**src/mac_merge_pkg.sv**
```systemverilog
// shared types, delimiter codes and the mcrc fold function for the merge sublayer receive path.
package mcrc_pkg;

   // one received octet.
   typedef logic [7:0] octet_t;

   // frame count carried by smd-s and smd-c.
   typedef logic [1:0] frame_cnt_t;

   // decoded fragment count, 4 marks an invalid code.
   typedef logic [2:0] frag_cnt_t;

   // mcrc register.
   typedef logic [31:0] mcrc_t;

   // delimiter classes reported by the checker.
   typedef enum logic [2:0]
   {
      KIND_EXPRESS,
      KIND_VERIFY,
      KIND_RESPOND,
      KIND_START,
      KIND_CONT,
      KIND_ERROR
   } smd_kind_e;

   // the last four octets of a packet.
   // written as octets with the oldest in the top byte, read back as one mcrc word.
   typedef union packed
   {
      octet_t [3:0] octets;
      mcrc_t        word;
   } mcrc_tail_u;

   // start-mpacket delimiters.
   localparam octet_t SMD_E  = 8'hD5;
   localparam octet_t SMD_V  = 8'h07;
   localparam octet_t SMD_R  = 8'h19;
   localparam octet_t SMD_S0 = 8'hE6;
   localparam octet_t SMD_S1 = 8'h4C;
   localparam octet_t SMD_S2 = 8'h7F;
   localparam octet_t SMD_S3 = 8'hB3;
   localparam octet_t SMD_C0 = 8'h61;
   localparam octet_t SMD_C1 = 8'h52;
   localparam octet_t SMD_C2 = 8'h9E;
   localparam octet_t SMD_C3 = 8'h2A;

   // fragment count codes share the smd-s values.
   localparam octet_t FRAG_0 = SMD_S0;
   localparam octet_t FRAG_1 = SMD_S1;
   localparam octet_t FRAG_2 = SMD_S2;
   localparam octet_t FRAG_3 = SMD_S3;

   localparam octet_t PREAMBLE_OCTET = 8'h55;

   localparam mcrc_t MCRC_INIT = 32'hFFFF_FFFF;
   localparam mcrc_t MCRC_POLY = 32'h04C1_1DB7;
   // the transmitted mcrc differs from the crc register in the low half.
   localparam mcrc_t MCRC_XOR  = 32'h0000_FFFF;

   localparam frag_cnt_t FRAG_INVALID = 3'd4;

   // folds one octet into the mcrc, bit 0 first.
   function automatic mcrc_t mcrc_octet(input mcrc_t crc, input octet_t data);
      mcrc_t c;
      int    i;
      c = crc;
      for (i = 0; i < 8; i++)
      begin
         // feedback when the leaving bit and the data bit differ.
         if (c[31] ^ data[i])
         begin
            c = {c[30:0], 1'b0} ^ MCRC_POLY;
         end
         else
         begin
            c = {c[30:0], 1'b0};
         end
      end
      return c;
   endfunction

endpackage

```
**src/octet_if.sv**
```systemverilog
// octet stream between the receive stages, driven through source and read through sink.
interface octet_if;

   // one-cycle pulse, octet is valid.
   logic                 strobe;

   // received octet.
   mcrc_pkg::octet_t     octet;

   // high with the first octet of a packet.
   logic                 first;

   // packet end pulse, carries no octet.
   logic                 last;

   modport source
   (
      output strobe, octet, first, last
   );

   modport sink
   (
      input strobe, octet, first, last
   );

endinterface

```
**src/octet_deserializer.sv**
```systemverilog
// collects the serial receive bits into octets, lsb first, and marks packet start and end.
module octet_deserializer
(
   input  logic    rTXByteSent,
   input  logic    reset_begin,
   input  logic    rx_dv,
   input  logic    rx_bit,
   octet_if.source raw
);

   // partial octet, newest bit enters at the top.
   mcrc_pkg::octet_t shift;

   // bits collected so far in this octet.
   logic [2:0]       bit_cnt;

   // rx_dv one cycle back, for the falling edge.
   logic             dv_q;

   // an octet of this packet has already gone out.
   logic             in_pkt;

   always_ff @(posedge rTXByteSent)
   begin
      if (reset_begin)
      begin
         bit_cnt    <= 3'd0;
         dv_q       <= 1'b0;
         in_pkt     <= 1'b0;
         raw.strobe <= 1'b0;
         raw.first  <= 1'b0;
         raw.last   <= 1'b0;
      end
      else
      begin
         dv_q       <= rx_dv;
         raw.strobe <= 1'b0;
         raw.last   <= 1'b0;
         if (rx_dv)
         begin
            shift   <= {rx_bit, shift[7:1]};
            bit_cnt <= bit_cnt + 3'd1;
            // eighth bit, the octet leaves next cycle.
            if (bit_cnt == 3'd7)
            begin
               raw.strobe <= 1'b1;
               raw.octet  <= {rx_bit, shift[7:1]};
               raw.first  <= !in_pkt;
               in_pkt     <= 1'b1;
            end
         end
         else
         begin
            // a partial octet is dropped.
            shift   <= '0;
            bit_cnt <= 3'd0;
            in_pkt  <= 1'b0;
            // end of packet on the falling edge of rx_dv.
            raw.last <= dv_q;
         end
      end
   end

endmodule

```
**src/mcrc_tail_buffer.sv**
```systemverilog
// four-octet delay line that keeps the mcrc field off the body stream and hands it over as tail.
module mcrc_tail_buffer
(
   input  logic                   rTXByteSent,
   input  logic                   reset_begin,
   octet_if.sink                  in_octets,
   octet_if.source                out_octets,
   output mcrc_pkg::mcrc_tail_u   tail
);

   // held octets, slot 3 is the oldest.
   mcrc_pkg::octet_t [3:0] slot;

   // packet-start flags, one per slot.
   logic [3:0]             first_q;

   // number of valid slots, 0 to 4.
   logic [2:0]             fill;

   always_ff @(posedge rTXByteSent)
   begin
      if (reset_begin)
      begin
         fill              <= 3'd0;
         first_q           <= 4'b0000;
         out_octets.strobe <= 1'b0;
         out_octets.first  <= 1'b0;
         out_octets.last   <= 1'b0;
      end
      else
      begin
         out_octets.strobe <= 1'b0;
         out_octets.last   <= 1'b0;
         if (in_octets.last)
         begin
            // whatever is held is the mcrc field.
            out_octets.last <= 1'b1;
            tail.octets     <= slot;
            fill            <= 3'd0;
            first_q         <= 4'b0000;
         end
         else if (in_octets.strobe)
         begin
            slot    <= {slot[2:0], in_octets.octet};
            first_q <= {first_q[2:0], in_octets.first};
            if (fill == 3'd4)
            begin
               // line full, the oldest octet is pushed out to the body path.
               out_octets.strobe <= 1'b1;
               out_octets.octet  <= slot[3];
               out_octets.first  <= first_q[3];
            end
            else
            begin
               fill <= fill + 3'd1;
            end
         end
      end
   end

endmodule

```
**src/smd_mcrc_checker.sv**
```systemverilog
// hunts the preamble, decodes smd and fragment count, and checks the body mcrc against the tail.
module smd_mcrc_checker
#(
   parameter int PREAMBLE_MIN = 3
)
(
   input  logic                   rTXByteSent,
   input  logic                   reset_begin,
   octet_if.sink                  body,
   input  mcrc_pkg::mcrc_tail_u   tail,
   output logic                   smd_valid,
   output mcrc_pkg::smd_kind_e    smd_kind,
   output mcrc_pkg::frame_cnt_t   frame_cnt,
   output logic                   frag_valid,
   output mcrc_pkg::frag_cnt_t    frag_cnt,
   output logic                   check_done,
   output logic                   mcrc_ok
);

   localparam int CNT_W = $clog2(PREAMBLE_MIN + 1);

   // fsm states.
   localparam logic [1:0] ST_HUNT = 2'd0;
   localparam logic [1:0] ST_SMD  = 2'd1;
   localparam logic [1:0] ST_FRAG = 2'd2;
   localparam logic [1:0] ST_BODY = 2'd3;

   logic [1:0]           state;
   logic [CNT_W-1:0]     pre_cnt;
   // short preamble seen, ignore the rest of this packet.
   logic                 skip;
   mcrc_pkg::mcrc_t      mcrc;
   mcrc_pkg::smd_kind_e  dec_kind;
   mcrc_pkg::frame_cnt_t dec_frame;
   mcrc_pkg::frag_cnt_t  dec_frag;

   // delimiter class and frame count of the current octet.
   always_comb
   begin
      case (body.octet)
         mcrc_pkg::SMD_E: dec_kind = mcrc_pkg::KIND_EXPRESS;
         mcrc_pkg::SMD_V: dec_kind = mcrc_pkg::KIND_VERIFY;
         mcrc_pkg::SMD_R: dec_kind = mcrc_pkg::KIND_RESPOND;
         mcrc_pkg::SMD_S0, mcrc_pkg::SMD_S1,
         mcrc_pkg::SMD_S2, mcrc_pkg::SMD_S3: dec_kind = mcrc_pkg::KIND_START;
         mcrc_pkg::SMD_C0, mcrc_pkg::SMD_C1,
         mcrc_pkg::SMD_C2, mcrc_pkg::SMD_C3: dec_kind = mcrc_pkg::KIND_CONT;
         default: dec_kind = mcrc_pkg::KIND_ERROR;
      endcase
      case (body.octet)
         mcrc_pkg::SMD_S1, mcrc_pkg::SMD_C1: dec_frame = 2'd1;
         mcrc_pkg::SMD_S2, mcrc_pkg::SMD_C2: dec_frame = 2'd2;
         mcrc_pkg::SMD_S3, mcrc_pkg::SMD_C3: dec_frame = 2'd3;
         default: dec_frame = 2'd0;
      endcase
      // fragment count, unknown codes give 4.
      case (body.octet)
         mcrc_pkg::FRAG_0: dec_frag = 3'd0;
         mcrc_pkg::FRAG_1: dec_frag = 3'd1;
         mcrc_pkg::FRAG_2: dec_frag = 3'd2;
         mcrc_pkg::FRAG_3: dec_frag = 3'd3;
         default: dec_frag = mcrc_pkg::FRAG_INVALID;
      endcase
   end

   always_ff @(posedge rTXByteSent)
   begin
      if (reset_begin)
      begin
         state      <= ST_HUNT;
         pre_cnt    <= '0;
         skip       <= 1'b0;
         smd_valid  <= 1'b0;
         frag_valid <= 1'b0;
         check_done <= 1'b0;
         mcrc_ok    <= 1'b0;
      end
      else
      begin
         smd_valid  <= 1'b0;
         frag_valid <= 1'b0;
         check_done <= 1'b0;
         if (body.last)
         begin
            // only a packet with an accepted delimiter is checked.
            if (state == ST_FRAG || state == ST_BODY)
            begin
               check_done <= 1'b1;
               mcrc_ok    <= (tail.word == (mcrc ^ mcrc_pkg::MCRC_XOR));
            end
            state   <= ST_HUNT;
            pre_cnt <= '0;
            skip    <= 1'b0;
         end
         else if (body.strobe)
         begin
            // a new packet drops the old result.
            if (body.first)
            begin
               mcrc_ok <= 1'b0;
            end
            case (state)
               ST_HUNT:
               begin
                  if (!skip)
                  begin
                     if (body.octet != mcrc_pkg::PREAMBLE_OCTET)
                     begin
                        skip <= 1'b1;
                     end
                     else if (pre_cnt == CNT_W'(PREAMBLE_MIN - 1))
                     begin
                        state <= ST_SMD;
                     end
                     else
                     begin
                        pre_cnt <= pre_cnt + 1'b1;
                     end
                  end
               end
               ST_SMD:
               begin
                  // extra preamble octets are allowed before the delimiter.
                  if (body.octet != mcrc_pkg::PREAMBLE_OCTET)
                  begin
                     smd_valid <= 1'b1;
                     smd_kind  <= dec_kind;
                     frame_cnt <= dec_frame;
                     mcrc      <= mcrc_pkg::MCRC_INIT;
                     state     <= (dec_kind == mcrc_pkg::KIND_CONT) ? ST_FRAG : ST_BODY;
                  end
               end
               ST_FRAG:
               begin
                  // the fragment count octet is covered by the mcrc.
                  frag_valid <= 1'b1;
                  frag_cnt   <= dec_frag;
                  mcrc       <= mcrc_pkg::mcrc_octet(mcrc, body.octet);
                  state      <= ST_BODY;
               end
               default:
               begin
                  mcrc <= mcrc_pkg::mcrc_octet(mcrc, body.octet);
               end
            endcase
         end
      end
   end

endmodule

```
**src/mac_merge_rx.sv**
```systemverilog
// receive top of the merge sublayer, joins deserializer, tail buffer and smd/mcrc checker.
module mac_merge_rx
#(
   parameter int PREAMBLE_MIN = 3
)
(
   input  logic                   rTXByteSent,
   input  logic                   reset_begin,
   input  logic                   rx_dv,
   input  logic                   rx_bit,
   output logic                   smd_valid,
   output mcrc_pkg::smd_kind_e    smd_kind,
   output mcrc_pkg::frame_cnt_t   frame_cnt,
   output logic                   frag_valid,
   output mcrc_pkg::frag_cnt_t    frag_cnt,
   output logic                   check_done,
   output logic                   mcrc_ok
);

   // deserializer to tail buffer.
   octet_if raw_octets ();

   // tail buffer to checker, mcrc field removed.
   octet_if body_octets ();

   // last four octets, valid with body_octets.last.
   mcrc_pkg::mcrc_tail_u tail;

   octet_deserializer u_deser
   (
      .rTXByteSent (rTXByteSent),
      .reset_begin (reset_begin),
      .rx_dv       (rx_dv),
      .rx_bit      (rx_bit),
      .raw         (raw_octets)
   );

   mcrc_tail_buffer u_tail
   (
      .rTXByteSent (rTXByteSent),
      .reset_begin (reset_begin),
      .in_octets   (raw_octets),
      .out_octets  (body_octets),
      .tail        (tail)
   );

   smd_mcrc_checker #(.PREAMBLE_MIN(PREAMBLE_MIN)) u_check
   (
      .rTXByteSent (rTXByteSent),
      .reset_begin (reset_begin),
      .body        (body_octets),
      .tail        (tail),
      .smd_valid   (smd_valid),
      .smd_kind    (smd_kind),
      .frame_cnt   (frame_cnt),
      .frag_valid  (frag_valid),
      .frag_cnt    (frag_cnt),
      .check_done  (check_done),
      .mcrc_ok     (mcrc_ok)
   );

endmodule

```
**config.mk**
```make
export PLATFORM = sky130hd
export DESIGN_NAME = mac_merge_rx
export DESIGN_NICKNAME = d
export VERILOG_FILES = /design/src/mac_merge_pkg.sv /design/src/octet_if.sv /design/src/octet_deserializer.sv /design/src/mcrc_tail_buffer.sv /design/src/smd_mcrc_checker.sv /design/src/mac_merge_rx.sv
export SDC_FILE = /design/constraint.sdc
export NUM_CORES = 1
export LEC_CHECK = 0
export ABC_AREA = 1
export BUFFER_PORTS_ARGS = -buffer_cell sky130_fd_sc_hd__buf_2
export CAP_MARGIN = 20
export CORE_ASPECT_RATIO = 1.4
export CORE_MARGIN = 8
export CORE_UTILIZATION = 45
export CTS_BUF_LIST = sky130_fd_sc_hd__clkbuf_4
export DETAILED_ROUTE_END_ITERATION = 10
export MAX_ROUTING_LAYER = met4
export SLEW_MARGIN = 20
export SYNTH_ARGS = -nofsm -noshare
export SYNTH_HDL_FRONTEND = slang
export SYNTH_SLANG_ARGS = --single-unit
```
**constraint.sdc**
```tcl
create_clock -name rTXByteSent -period 6.5 [get_ports rTXByteSent]
set_input_delay 1.3 -clock rTXByteSent [delete_from_list [all_inputs] [get_ports rTXByteSent]]
set_output_delay 1.3 -clock rTXByteSent [all_outputs]
set_load 0.02 [all_outputs]
```
==> results.md, run 1 <==
* Outcome: finished, final reports clean
* Clk_skew at 16.82 ps
* Yosys reg bits at 154
* Synthesized instance count at 746
* WP data required at 6700 ps
* Post-synth top area share at 0.5336
* Fraction of layout instances using a drive strength above 1 at 0.09518
* Cts repair resizes at 0
* Worst Hold End: u_deser.bit_cnt[0]
* CTS buffer count at 17
* Hold wc startpoint: u_deser.bit_cnt[0]
* Worst-case reg-to-reg path depth at 10
* Hold WC Path Type: reg2reg
* Pwr Density at 209.8 nW/um2
* Max-slew violations at 0
* Routed wire length at 15,190 um
* Clock power share at 0.335
* Metal2 WL at 7805 um
* Synthesized area at 7147 um2
* Vias per inst at 4.932
* Int Pwr at 1.258 mW
* Critical Path Source Type: primary input
* CTS sink count at 154
* Setup ws final at 4080 ps
* Largest net degree at the start of global routing at 33
* Final Hold Fails at 0
* Register area share after synthesis at 0.6092
* Setup TNS at 0 ps
* Ys Warns at 0
* Maximum clock path buffer count at 2
* Final estimated routing congestion in global placement at 0.8871
* Finished Layout Cells at 985
* ANT nets after route at 0
* GR Overflow Total at 0
* LEAKAGE at 3.379 nW
* Iteration-0 DRC Markers at 375
* Worst slew margin at 0.4897
* Hold Buf Count CTS at 0
* Netlist cell types at 32
* WL per Instance at 15.42 um
* # fillers at 1,472
* Final net count at 788
* Final min period at 2420 ps
* Fmax at 413.2 MHz
* Mapped Avg Cell Area at 9.580 um2
* DR top layer: met4
* Root buffer cell: clkbuf_4
* Clk_lat worst skew at 550 ps
* Worst setup EP type: register
* Worst slack at placement at 3489 ps
* Routed vias at 4,858
* Placed Cells at 952
* Critical path class: in2reg
* Maxcap violations at 0
* DRC errors left at 0
* Worst VDD drop at 0.0001455 V
* Sw frac at 0.2220
* Placed cell area at 7451 um2
* Hold_ws at 433.5 ps
* Worst r2r dst: u_check.mcrc[12]
* CP max FO at 32
* Final period util at 0.3723
* Post CTS Setup Buffer Count at 0
* Hold depth at 1
* Final core utilization at 0.4961
* CTS clock-pin slew for the worst setup and hold paths at 120 ps
* Register-to-Register Setup Slack at 4110 ps
* Num ports at 16
* Register Area at 4354 um2
* TritonRoute pass-1 iters at 6
* Port Buffers at 15
* Total global-route track usage at 0.1653
* Routed length on met3 at 713 um
* Syn Nets at 759
* First-pass GRT wire length at 24,140 um
* Synth top area cells: edfxtp_1 (53%), nand2_1 (13%), dfxtp_1 (7.6%)
* Area leader, netlist: edfxtp_1
* DRT met1 WL at 6159 um
* Die Y at 165.1 um
* Slew @ Worst Pin at 759.9 ps
* H-Tree Level Count at 4
* Design area at 7709 um2
* Antenna violations before repair at 1
* NetSw at 0.3591 mW
* CP Data Arrival Time at 2620 ps
* Multi-input gate area at 2333 um2
* Vias in the first global route at 4,685
* # setup viols final at 0
* Die area at 20,230 um2
* TritonCTS clock tree: yes
* Initial Utilization at 0.4599
* Area grow syn2layout at 7.861%
* Tot Pwr at 1.618 mW
* Flop pwr share at 0.657
* Cell row count at 54
* Core area at 15,540 um2
* Post-DP HPWL at 11,470 um
* Die Wd at 122.5 um
* RSZ-0062 raised after global routing: false
* Gate power share at 0.009
* R2r startpoint: u_tail.out_octets.octet[0]
## final cells by class
| cell class | count | area share |
|---|---|---|
| sequential | 154 | 0.5648 |
| multi-input combinational | 473 | 0.3027 |
| inverter | 110 | 0.05356 |
| tap | 196 | 0.03181 |
| clock buffer | 18 | 0.01753 |
| clock inverter | 14 | 0.01558 |
| timing repair buffer | 19 | 0.01363 |
| antenna | 1 | 0.0003246 |
## layout by cell type, fill, tap and decap left out, types with 9 or more instances in the layout
cell type / Yosys / routed
nand2_1: 238 / 238
edfxtp_1: 127 / 127
inv_1: 106 / 106
nor2_1: 68 / 66
nand3_1: 48 / 48
xor2_1: 29 / 29
dfxtp_1: 27 / 27
a21oi_1: 18 / 18
clkbuf_4: 0 / 18
o21ai_0: 16 / 16
buf_2: 2 / 15
ha_1: 9 / 9
## state kept, by name, indices dropped and copies added (netlist names), 4 cells and up
name and count:
u_check.mcrc 32, u_deser.raw.octet 8, u_deser.shift 7, u_tail.first_q 4, u_tail.out_octets.octet 8, u_tail.slot 32, u_tail.tail 32
## how the worst max path moves through the flow
stage | from | to | slack [ps] | cells after the start
floorplan | reset_begin | u_tail.slot[0] | 3150 | 3
global placement | reset_begin | u_check.mcrc[0] | 3500 | 9
detailed placement | reset_begin | u_check.smd_kind[0] | 3490 | 6
CTS | u_check.frag_cnt[0] | frag_cnt[0] | 4010 | 1
global route | u_tail.out_octets.octet[0] | u_check.mcrc[12] | 3860 | 10
finish | reset_begin | u_check.mcrc[11] | 4080 | 9
## cells by family (layout without fill, tap and decap cells)
group                      count (synthesis)  in the layout  share of synthesized area
and+or+nand+nor                          383            383                     0.2202
adders and majority gates                  9              9                    0.01576
AOI/OAI and AO/OA                         39             39                    0.02836
DFF                                      154            154                     0.6092
xor gates and xnor gates                  42             42                    0.06145
buffers and inverters                    119            161                    0.06495
other                                      0              1                          0
## power groups by stage
stage	Clock, mW	Sequential, mW	Combinational, mW
after global placement	0	1.08	0.0137
final	0.541	1.06	0.0140
after detailed placement	0	1.08	0.0142
after global routing	0.592	1.06	0.0161
after floorplan	0	1.08	0.00972
after CTS	0.562	1.06	0.0143
## layer usage
layer / track usage / up-vias
li1: - / 2457
met4: 0.09561 / 0
met5: - / -
met2: 0.2791 / 141
met1: 0.1790 / 2230
met3: 0.03130 / 30
## synthesized netlist by cell type
library cell    n
edfxtp_1      127
nand3_1        48
nand4_1         8
nand3b_1        1
xor2_1         29
xnor2_2         1
o21ai_0        16
ha_1            9
nor3_1          5
nor2_1         68
nand2_1       238
nand2_2         7
xnor2_1         8
xor2_2          1
buf_2           2
a21oi_1        18
or2_2           5
dfxtp_1        27
inv_1         106
inv_2           4
o21bai_1        1
buf_6           2
xor2_4          1
buf_1           1
o21ai_1         2
a31oi_1         1
xnor2_4         2
nand2_4         1
or2_1           1
clkbuf_1        4
nor3_2          1
a311oi_1        1
## critical path, stage by stage
cell	delay, ps
buf_2	180
nor2_1	250
inv_1	90
nor2_1	100
inv_1	90
nor2_1	90
nand2_1	50
inv_1	50
buf_4	380
(Power assumes the default switching activity.)
==> run 2: changes to the inputs <==
==> constraint.sdc (replaced) <==
create_clock -name rTXByteSent -period 2.4 [get_ports rTXByteSent]
set_input_delay 0.48 -clock rTXByteSent [delete_from_list [all_inputs] [get_ports rTXByteSent]]
set_output_delay 0.48 -clock rTXByteSent [all_outputs]
set_load 0.02 [all_outputs]
==> run 2 against run 1 <==
  * Via count increased by 0.93%
  * Global-route usage up 0.67 points
  * Critical path depth shrank 1
  * Critical endpoint is now u_check.mcrc[12]
  * Die area is the same
  * First-iteration DRC count down 22%
  * Clock-buffer cell count fell by 1
  * Non-clock buffer count increased by 9
  * Worst hold slack worse by 310 ps
==> results.md, run 2 (synthesized netlist as in run 1, its figures left out) <==
* Critical Path Sink: u_check.mcrc[12]
* Slew @ Worst Pin at 459.8 ps (-300.1 ps)
* Critical path class: reg2reg
* Total global-route track usage at 0.1721 (+0.006732)
* Worst VDD drop at 0.0004461 V (+210%)
* CP Data Arrival Time at 2270 ps (-350 ps)
* Multi-input gate area at 2333 um2 (unchanged)
* Die area at 20,230 um2 (unchanged)
* Final Hold Fails at 0 (unchanged)
* Clock power share at 0.358 (+0.023)
* ANT nets after route at 0 (unchanged)
* First-pass GRT wire length at 25,020 um (+3.7%)
* Maximum clock path buffer count at 2 (unchanged)
* Die Y at 165.1 um (unchanged)
* Sw frac at 0.2264 (+0.004443)
* Num ports at 16 (unchanged)
* Routed vias at 4,903 (+0.93%)
* CTS sink count at 154 (unchanged)
* Worst setup startpoint: u_check.mcrc[26]
* CTS clock-pin slew for the worst setup and hold paths at 150 ps (+30 ps)
* Final period util at 0.8114
* Setup TNS at 0 ps (unchanged)
* Post-DP HPWL at 11,970 um (+4.3%)
* Final min period at 1947 ps
* Cts repair resizes at 0 (unchanged)
* Antenna violations before repair at 1 (unchanged)
* Hold WC Path Type: in2reg
* GR Overflow Total at 0 (unchanged)
* Cell row count at 54 (unchanged)
* NetSw at 1.029 mW (+190%)
* Clk_skew at 19.61 ps (+2.788 ps)
* Initial Utilization at 0.4599 (unchanged)
* R2r startpoint: u_check.mcrc[26]
* Register Area at 4354 um2 (unchanged)
* Clk_lat worst skew at 570 ps (+20 ps)
* Int Pwr at 3.515 mW (+180%)
* Iteration-0 DRC Markers at 293 (-22%)
* H-Tree Level Count at 4 (unchanged)
* Fraction of layout instances using a drive strength above 1 at 0.1041 (+0.008963)
* WL per Instance at 15.96 um (+3.5%)
* # setup viols final at 0 (unchanged)
* Final core utilization at 0.5036 (+0.007568)
* Core area at 15,540 um2 (unchanged)
* Hold Buf Count CTS at 0 (unchanged)
* Finished Layout Cells at 995 (+1.0%)
* Register-to-Register Setup Slack at 450 ps (-3660 ps)
* TritonCTS clock tree: yes
* Worst-case reg-to-reg path depth at 8 (-2)
* Largest net degree at the start of global routing at 33 (unchanged)
* Routed wire length at 15,880 um (+4.5%)
* Maxcap violations at 0 (unchanged)
* CP max FO at 6 (-81%)
* Fmax at 513.5 MHz
* Worst slew margin at 0.6912 (+0.2015)
* DRC errors left at 0 (unchanged)
* RSZ-0062 raised after global routing: false
* Critical Path Source Type: register
* WP data required at 2720 ps (-3980 ps)
* Area grow syn2layout at 9.506%
* Port Buffers at 15 (unchanged)
* Root buffer cell: clkbuf_4
* Worst setup EP type: register
* Placed Cells at 961 (+0.95%)
* # fillers at 1,485 (+0.88%)
* Flop pwr share at 0.633 (-0.024)
* TritonRoute pass-1 iters at 5 (-1)
* Commonest non-fill, non-tap cell in the layout: nand2_1
* Max-slew violations at 0 (unchanged)
* Die Wd at 122.5 um (unchanged)
* Biggest regs: u_check.mcrc x32, u_tail.slot x32, u_tail.tail x32
* Worst r2r dst: u_check.mcrc[12]
* Hold_ws at 122.8 ps (-310.7 ps)
* Final net count at 797 (+1.1%)
* LEAKAGE at 3.439 nW (+1.8%)
* CTS buffer count at 17 (unchanged)
* Outcome: finished, final reports clean
* Pwr Density at 580.5 nW/um2 (+180%)
* Vias in the first global route at 4,852 (+3.6%)
* Gate power share at 0.009 (about the same)
* Post CTS Setup Buffer Count at 0 (unchanged)
* Vias per inst at 4.928 (about the same)
* Final estimated routing congestion in global placement at 0.9333 (+5.2%)
* Most frequent cells in the layout: nand2_1 (238), edfxtp_1 (127), inv_1 (106)
## run 2: metal layers
| metal | global-route usage | part of all wire | routed length [um] | vias up |
|---|---|---|---|---|
| li1 | - | - | - | 2472 |
| met1 | 0.1844 | 0.41 | 6584 | 2280 |
| met2 | 0.2918 | 0.50 | 7979 | 114 |
| met3 | 0.03573 | 0.038 | 610 | 37 |
| met4 | 0.09616 | 0.044 | 704 | 0 |
| met5 | - | 0 | 0 | - |
## run 2: cell type report
cell class / instances / share of cell area
clock buffer: 17 / 0.01631
clock inverter: 15 / 0.02078
inverter: 110 / 0.05276
timing repair buffer: 28 / 0.02366
sequential: 154 / 0.5564
antenna: 2 / 0.0006395
tap: 196 / 0.03133
multi-input combinational: 473 / 0.2982
## run 2: worst min path at each step
stage / startpoint / end / slack [ps] / cells past startpoint
after floorplan: u_deser.bit_cnt[0] / u_deser.bit_cnt[0] / 400 / 1
after global placement: u_deser.raw.octet[2] / u_tail.slot[2] / 400 / 0
after detailed placement: u_deser.shift[1] / u_deser.raw.octet[0] / 410 / 0
after CTS: rx_bit / u_deser.raw.octet[7] / 70 / 1
after global routing: rx_bit / u_deser.raw.octet[7] / 60 / 1
final: rx_bit / u_deser.raw.octet[7] / 120 / 1
## run 2: per-stage QoR
step	total power [mW]	setup slack [ps]	area [um2]
6_report	4.543	452.8	7826
5_1_grt	4.698	305.7	7826
4_1_cts	4.599	452.8	7821
3_5_place_dp	2.977	418.9	7531
3_3_place_gp	2.975	436.2	7531
2_1_floorplan	2.962	366.3	7152
## run 2: power groups by stage
stage / Combinational [mW] / Clock (mW) / Sequential [mW]
final: 0.0387 / 1.63 / 2.88
after global routing: 0.0444 / 1.77 / 2.88
after CTS: 0.0393 / 1.68 / 2.88
after detailed placement: 0.0392 / 0 / 2.94
after global placement: 0.0373 / 0 / 2.94
after floorplan: 0.0268 / 0 / 2.94
## run 2: critical path, stage by stage (launching register included)
cell and delay, ps:
edfxtp_1 580, xnor2_4 390, inv_1 160, nand3_1 120, nand2_1 130, nand2_1 130, nand2_1 60, nand2_1 50
nand3_1 60
==> run 3: changes to the inputs <==
--- a/config.mk
+++ b/config.mk
@@ -5,7 +5,7 @@
 export SDC_FILE = /design/constraint.sdc
 export NUM_CORES = 1
 export LEC_CHECK = 0
-export ABC_AREA = 1
+export ABC_AREA = 0
 export BUFFER_PORTS_ARGS = -buffer_cell sky130_fd_sc_hd__buf_2
 export CAP_MARGIN = 20
 export CORE_ASPECT_RATIO = 1.4
==> constraint.sdc (replaced) <==
create_clock -name rTXByteSent -period 1.9 [get_ports rTXByteSent]
set_input_delay 0.38 -clock rTXByteSent [delete_from_list [all_inputs] [get_ports rTXByteSent]]
set_output_delay 0.38 -clock rTXByteSent [all_outputs]
set_load 0.02 [all_outputs]
==> run 3 against run 2 <==
  * Total power is 21% higher
  * Cell count shrank 24%
  * Non-clock buffer count up 65
  * Sequential power increased by 26%
  * Worst hold slack got worse by 63 ps
  * The run now ends with setup timing left
  * Sequential share of layout area shrank 2.8 points
  * Largest power group unchanged
  * Routed wire length is 15% lower
  * Clock skew up 19 ps
  * Sequential cell count unchanged
  * Largest cell class unchanged
  * Core utilization up 7.0 points
  * Synthesized cell count down 39%
  * Final area grew 5.4%
==> results.md, run 3 <==
* Outcome: finished, violations left
* Violated checks: setup timing
* # fillers at 1,133 (-24%)
* Most frequent cells in the layout: edfxtp_1 (127), buf_4 (51), nand2_1 (38)
* Critical path class: reg2reg
* Syn Nets at 467 (-38%)
* Vias per inst at 4.975 (+0.96%)
* Most common cell in the synthesized netlist: edfxtp_1
* Gate power share at 0.009 (about the same)
* Worst setup EP type: register
* Die Wd at 118.4 um (-3.4%)
* Clock power share at 0.331 (-0.027)
* Antenna violations before repair at 1 (unchanged)
* Worst-path cell chain: buf_6 -> xnor2_4 -> xnor2_2 -> buf_4 -> xnor2_4 -> buf_6 -> xnor2_2 -> nand2_1
* Slew @ Worst Pin at 380.1 ps (-79.73 ps)
* Tot Pwr at 5.505 mW (+21%)
* Yosys reg bits at 154 (unchanged)
* Pwr Density at 667.7 nW/um2 (+15%)
* Maximum clock path buffer count at 2 (unchanged)
* Max-slew violations at 0 (unchanged)
* Final min period at 1956 ps (+9.041 ps)
* Final period util at 1.030 (+0.2183)
* Core area at 14,380 um2 (-7.5%)
* Final estimated routing congestion in global placement at 0.8377 (-10%)
* First-pass GRT wire length at 20,780 um (-17%)
* Commonest cells in the netlist: edfxtp_1 (127), xnor2_1 (57), nand2_1 (38), xor2_1 (35), dfxtp_1 (27)
* CP Data Arrival Time at 2230 ps (-40 ps)
* Synth top area cells: edfxtp_1 (58%), dfxtp_1 (8.2%), xnor2_1 (7.6%)
* Hold WC Path Type: in2reg
* CP max stage delay at 460 ps (-120 ps)
* Setup ws final at -56.28 ps (-509.0 ps)
* Routed vias at 3,756 (-23%)
* Root buffer cell: clkbuf_4
* Hold_ws at 59.50 ps (-63.29 ps)
* Synthesized instance count at 454 (-39%)
* Hold wc startpoint: reset_begin
* Critical Path Source Type: register
* Hold depth at 2 (+1)
* Commonest non-fill, non-tap cell in the layout: edfxtp_1
* Worst Hold End: u_check.check_done
* Worst slack at placement at -82.99 ps (-501.9 ps)
* Largest net degree at the start of global routing at 33 (unchanged)
* Setup TNS at -197.6 ps (-197.6 ps)
* Total global-route track usage at 0.1494 (-0.02270)
* CP delay by family, top: XOR/XNOR gates
* LEAKAGE at 3.002 nW (-13%)
* Initial Utilization at 0.4594 (-0.0005403)
* Worst VDD drop at 0.0005780 V (+30%)
* Clk_skew at 38.80 ps (+19.20 ps)
* Post-DP HPWL at 9386 um (-22%)
* Port Buffers at 15 (unchanged)
* Mapped Avg Cell Area at 14.55 um2 (+52%)
* Flop pwr share at 0.660 (+0.027)
* Worst path bufs/invs at 3 (+2)
* WL per Instance at 17.85 um (+12%)
* H-Tree Level Count at 4 (unchanged)
* DRC errors left at 0 (unchanged)
* R2r startpoint: u_tail.out_octets.octet[3]
* Clk_lat worst skew at 550 ps (-20 ps)
* Int Pwr at 4.238 mW (+21%)
* Main synth FF type: edfxtp_1
* Ys Warns at 0 (unchanged)
* CTS clock-pin slew for the worst setup and hold paths at 170 ps (+20 ps)
* Area grow syn2layout at 24.83%
* Area leader, netlist: edfxtp_1
* NetSw at 1.267 mW (+23%)
* CTS sink count at 154 (unchanged)
* WP data required at 2180 ps (-540 ps)
* Netlist cell types at 50 (+56%)
* Register-to-Register Setup Slack at -60 ps (-510 ps)
* Worst r2r dst: u_check.mcrc[4]
* FFs w/ async S/R, synth at 0 (unchanged)
* Number of synthesized flops with an enable pin at 127 (unchanged)
* Die Y at 159.4 um (-3.5%)
* CTS buffer count at 17 (unchanged)
* Slowest-stage cell, CP: edfxtp_1
* Maxcap violations at 0 (unchanged)
* CP max FO at 4 (-2)
* Final net count at 565 (-29%)
* Post-synth top area share at 0.5774 (+0.04377)
* TritonRoute pass-1 iters at 6 (+1)
* # setup viols final at 7 (+7)
* Register area share after synthesis at 0.6592 (+0.04997)
* Fmax at 511.2 MHz (-0.46%)
* Biggest regs: u_check.mcrc x32, u_tail.slot x32, u_tail.tail x32
* Die area at 18,870 um2 (-6.7%)
* TritonCTS clock tree: yes
* Fraction of layout instances using a drive strength above 1 at 0.3487 (+0.2445)
* Iteration-0 DRC Markers at 256 (-13%)
* RSZ-0062 raised after global routing: true
* Vias in the first global route at 3,875 (-20%)
* GR Overflow Total at 0 (unchanged)
* ANT nets after route at 0 (unchanged)
* Synthesized area at 6605 um2 (-7.6%)
* Routed wire length at 13,470 um (-15%)
* Final Hold Fails at 0 (unchanged)
* Worst slew margin at 0.7443 (+0.05302)
* Worst-case reg-to-reg path depth at 8 (unchanged)
* Cell row count at 52 (-3.7%)
* Sw frac at 0.2302 (+0.003711)
* Num ports at 16 (unchanged)
run 3: changes by cell type after synthesis, moves of 7 or more:
cell	delta
nand3_1	-44
xnor2_2	+10
xnor2_1	+49
nor2b_1	+7
inv_1	-95
nor2_1	-47
nand2_2	-7
nand2_1	-200
o21ai_0	-11
and2_1	+11
a21oi_1	-14
run 3: power groups by stage:
| stage | registers [mW] | logic (mW) | clock network [mW] |
|---|---|---|---|
| floorplan | 3.71 | 0.0311 | 0 |
| global placement | 3.71 | 0.0479 | 0 |
| detailed placement | 3.71 | 0.0496 | 0 |
| CTS | 3.64 | 0.0516 | 1.88 |
| global route | 3.64 | 0.0562 | 2.01 |
| finish | 3.63 | 0.0503 | 1.82 |
run 3: final cells by class:
cell class | count | area, um2 | area share
multi-input combinational | 275 | 2562 | 0.3108
clock buffer | 19 | 142.6 | 0.01730
clock inverter | 13 | 108.9 | 0.01320
sequential | 154 | 4355 | 0.5282
timing repair buffer | 93 | 795.8 | 0.09651
tap | 189 | 236.5 | 0.02868
inverter | 11 | 41.29 | 0.005008
antenna | 1 | 2.502 | 0.0003035
run 3: per-layer routing:
metal | routed length (um) | up-vias | share of wire | global-route usage
met3 | 370 | 24 | 0.027 | 0.03513
met1 | 5100 | 1855 | 0.38 | 0.1546
met2 | 7615 | 74 | 0.57 | 0.2679
met5 | 0 | - | 0 | -
li1 | - | 1803 | - | -
met4 | 388 | 0 | 0.029 | 0.05770
run 3: worst max-delay path by stage:
stage,startpoint,endpoint,slack (ps),cells past startpoint
after floorplan,reset_begin,u_check.mcrc[0],-230,4
after global placement,u_tail.out_octets.octet[6],u_check.mcrc[24],-40,7
after detailed placement,u_tail.out_octets.octet[4],u_check.smd_kind[2],-80,6
after CTS,u_tail.out_octets.octet[3],u_check.mcrc[8],-50,8
after global routing,u_tail.out_octets.octet[3],u_check.mcrc[8],-120,8
final,u_tail.out_octets.octet[3],u_check.mcrc[4],-60,8
run 3: per-stage QoR:
stage,area (um2),std cells,utilization
3_3_place_gp,7383,706,0.5135
2_1_floorplan,6644,454,-
3_5_place_dp,7383,706,0.5135
5_1_grt,8245,755,0.5734
6_report,8245,755,0.5734
4_1_cts,7826,744,0.5443
run 3: repair_timing:
| item | in CTS | in global routing |
|---|---|---|
| gates resized for setup | 18 | 63 |
| hold endpoints to repair | 1 | 0 |
| buffers inserted | 6 | 11 |
| endpoints found under the setup margin | 23 | 67 |
| pin swaps | 8 | 40 |
| hold buffers | 1 | 0 |
run 3: cell families (layout without fill, tap and decap cells):
kind of cell,count (synthesis),count (layout),synth area share
muxes,6,6,0.009093
other,0,1,0
and+or+nand+nor,129,129,0.1085
xor gates and xnor gates,105,105,0.1574
buffers and inverters,25,136,0.01894
DFF,154,154,0.6592
adders and majority gates,9,9,0.01705
AOI/OAI and AO/OA,26,26,0.02974
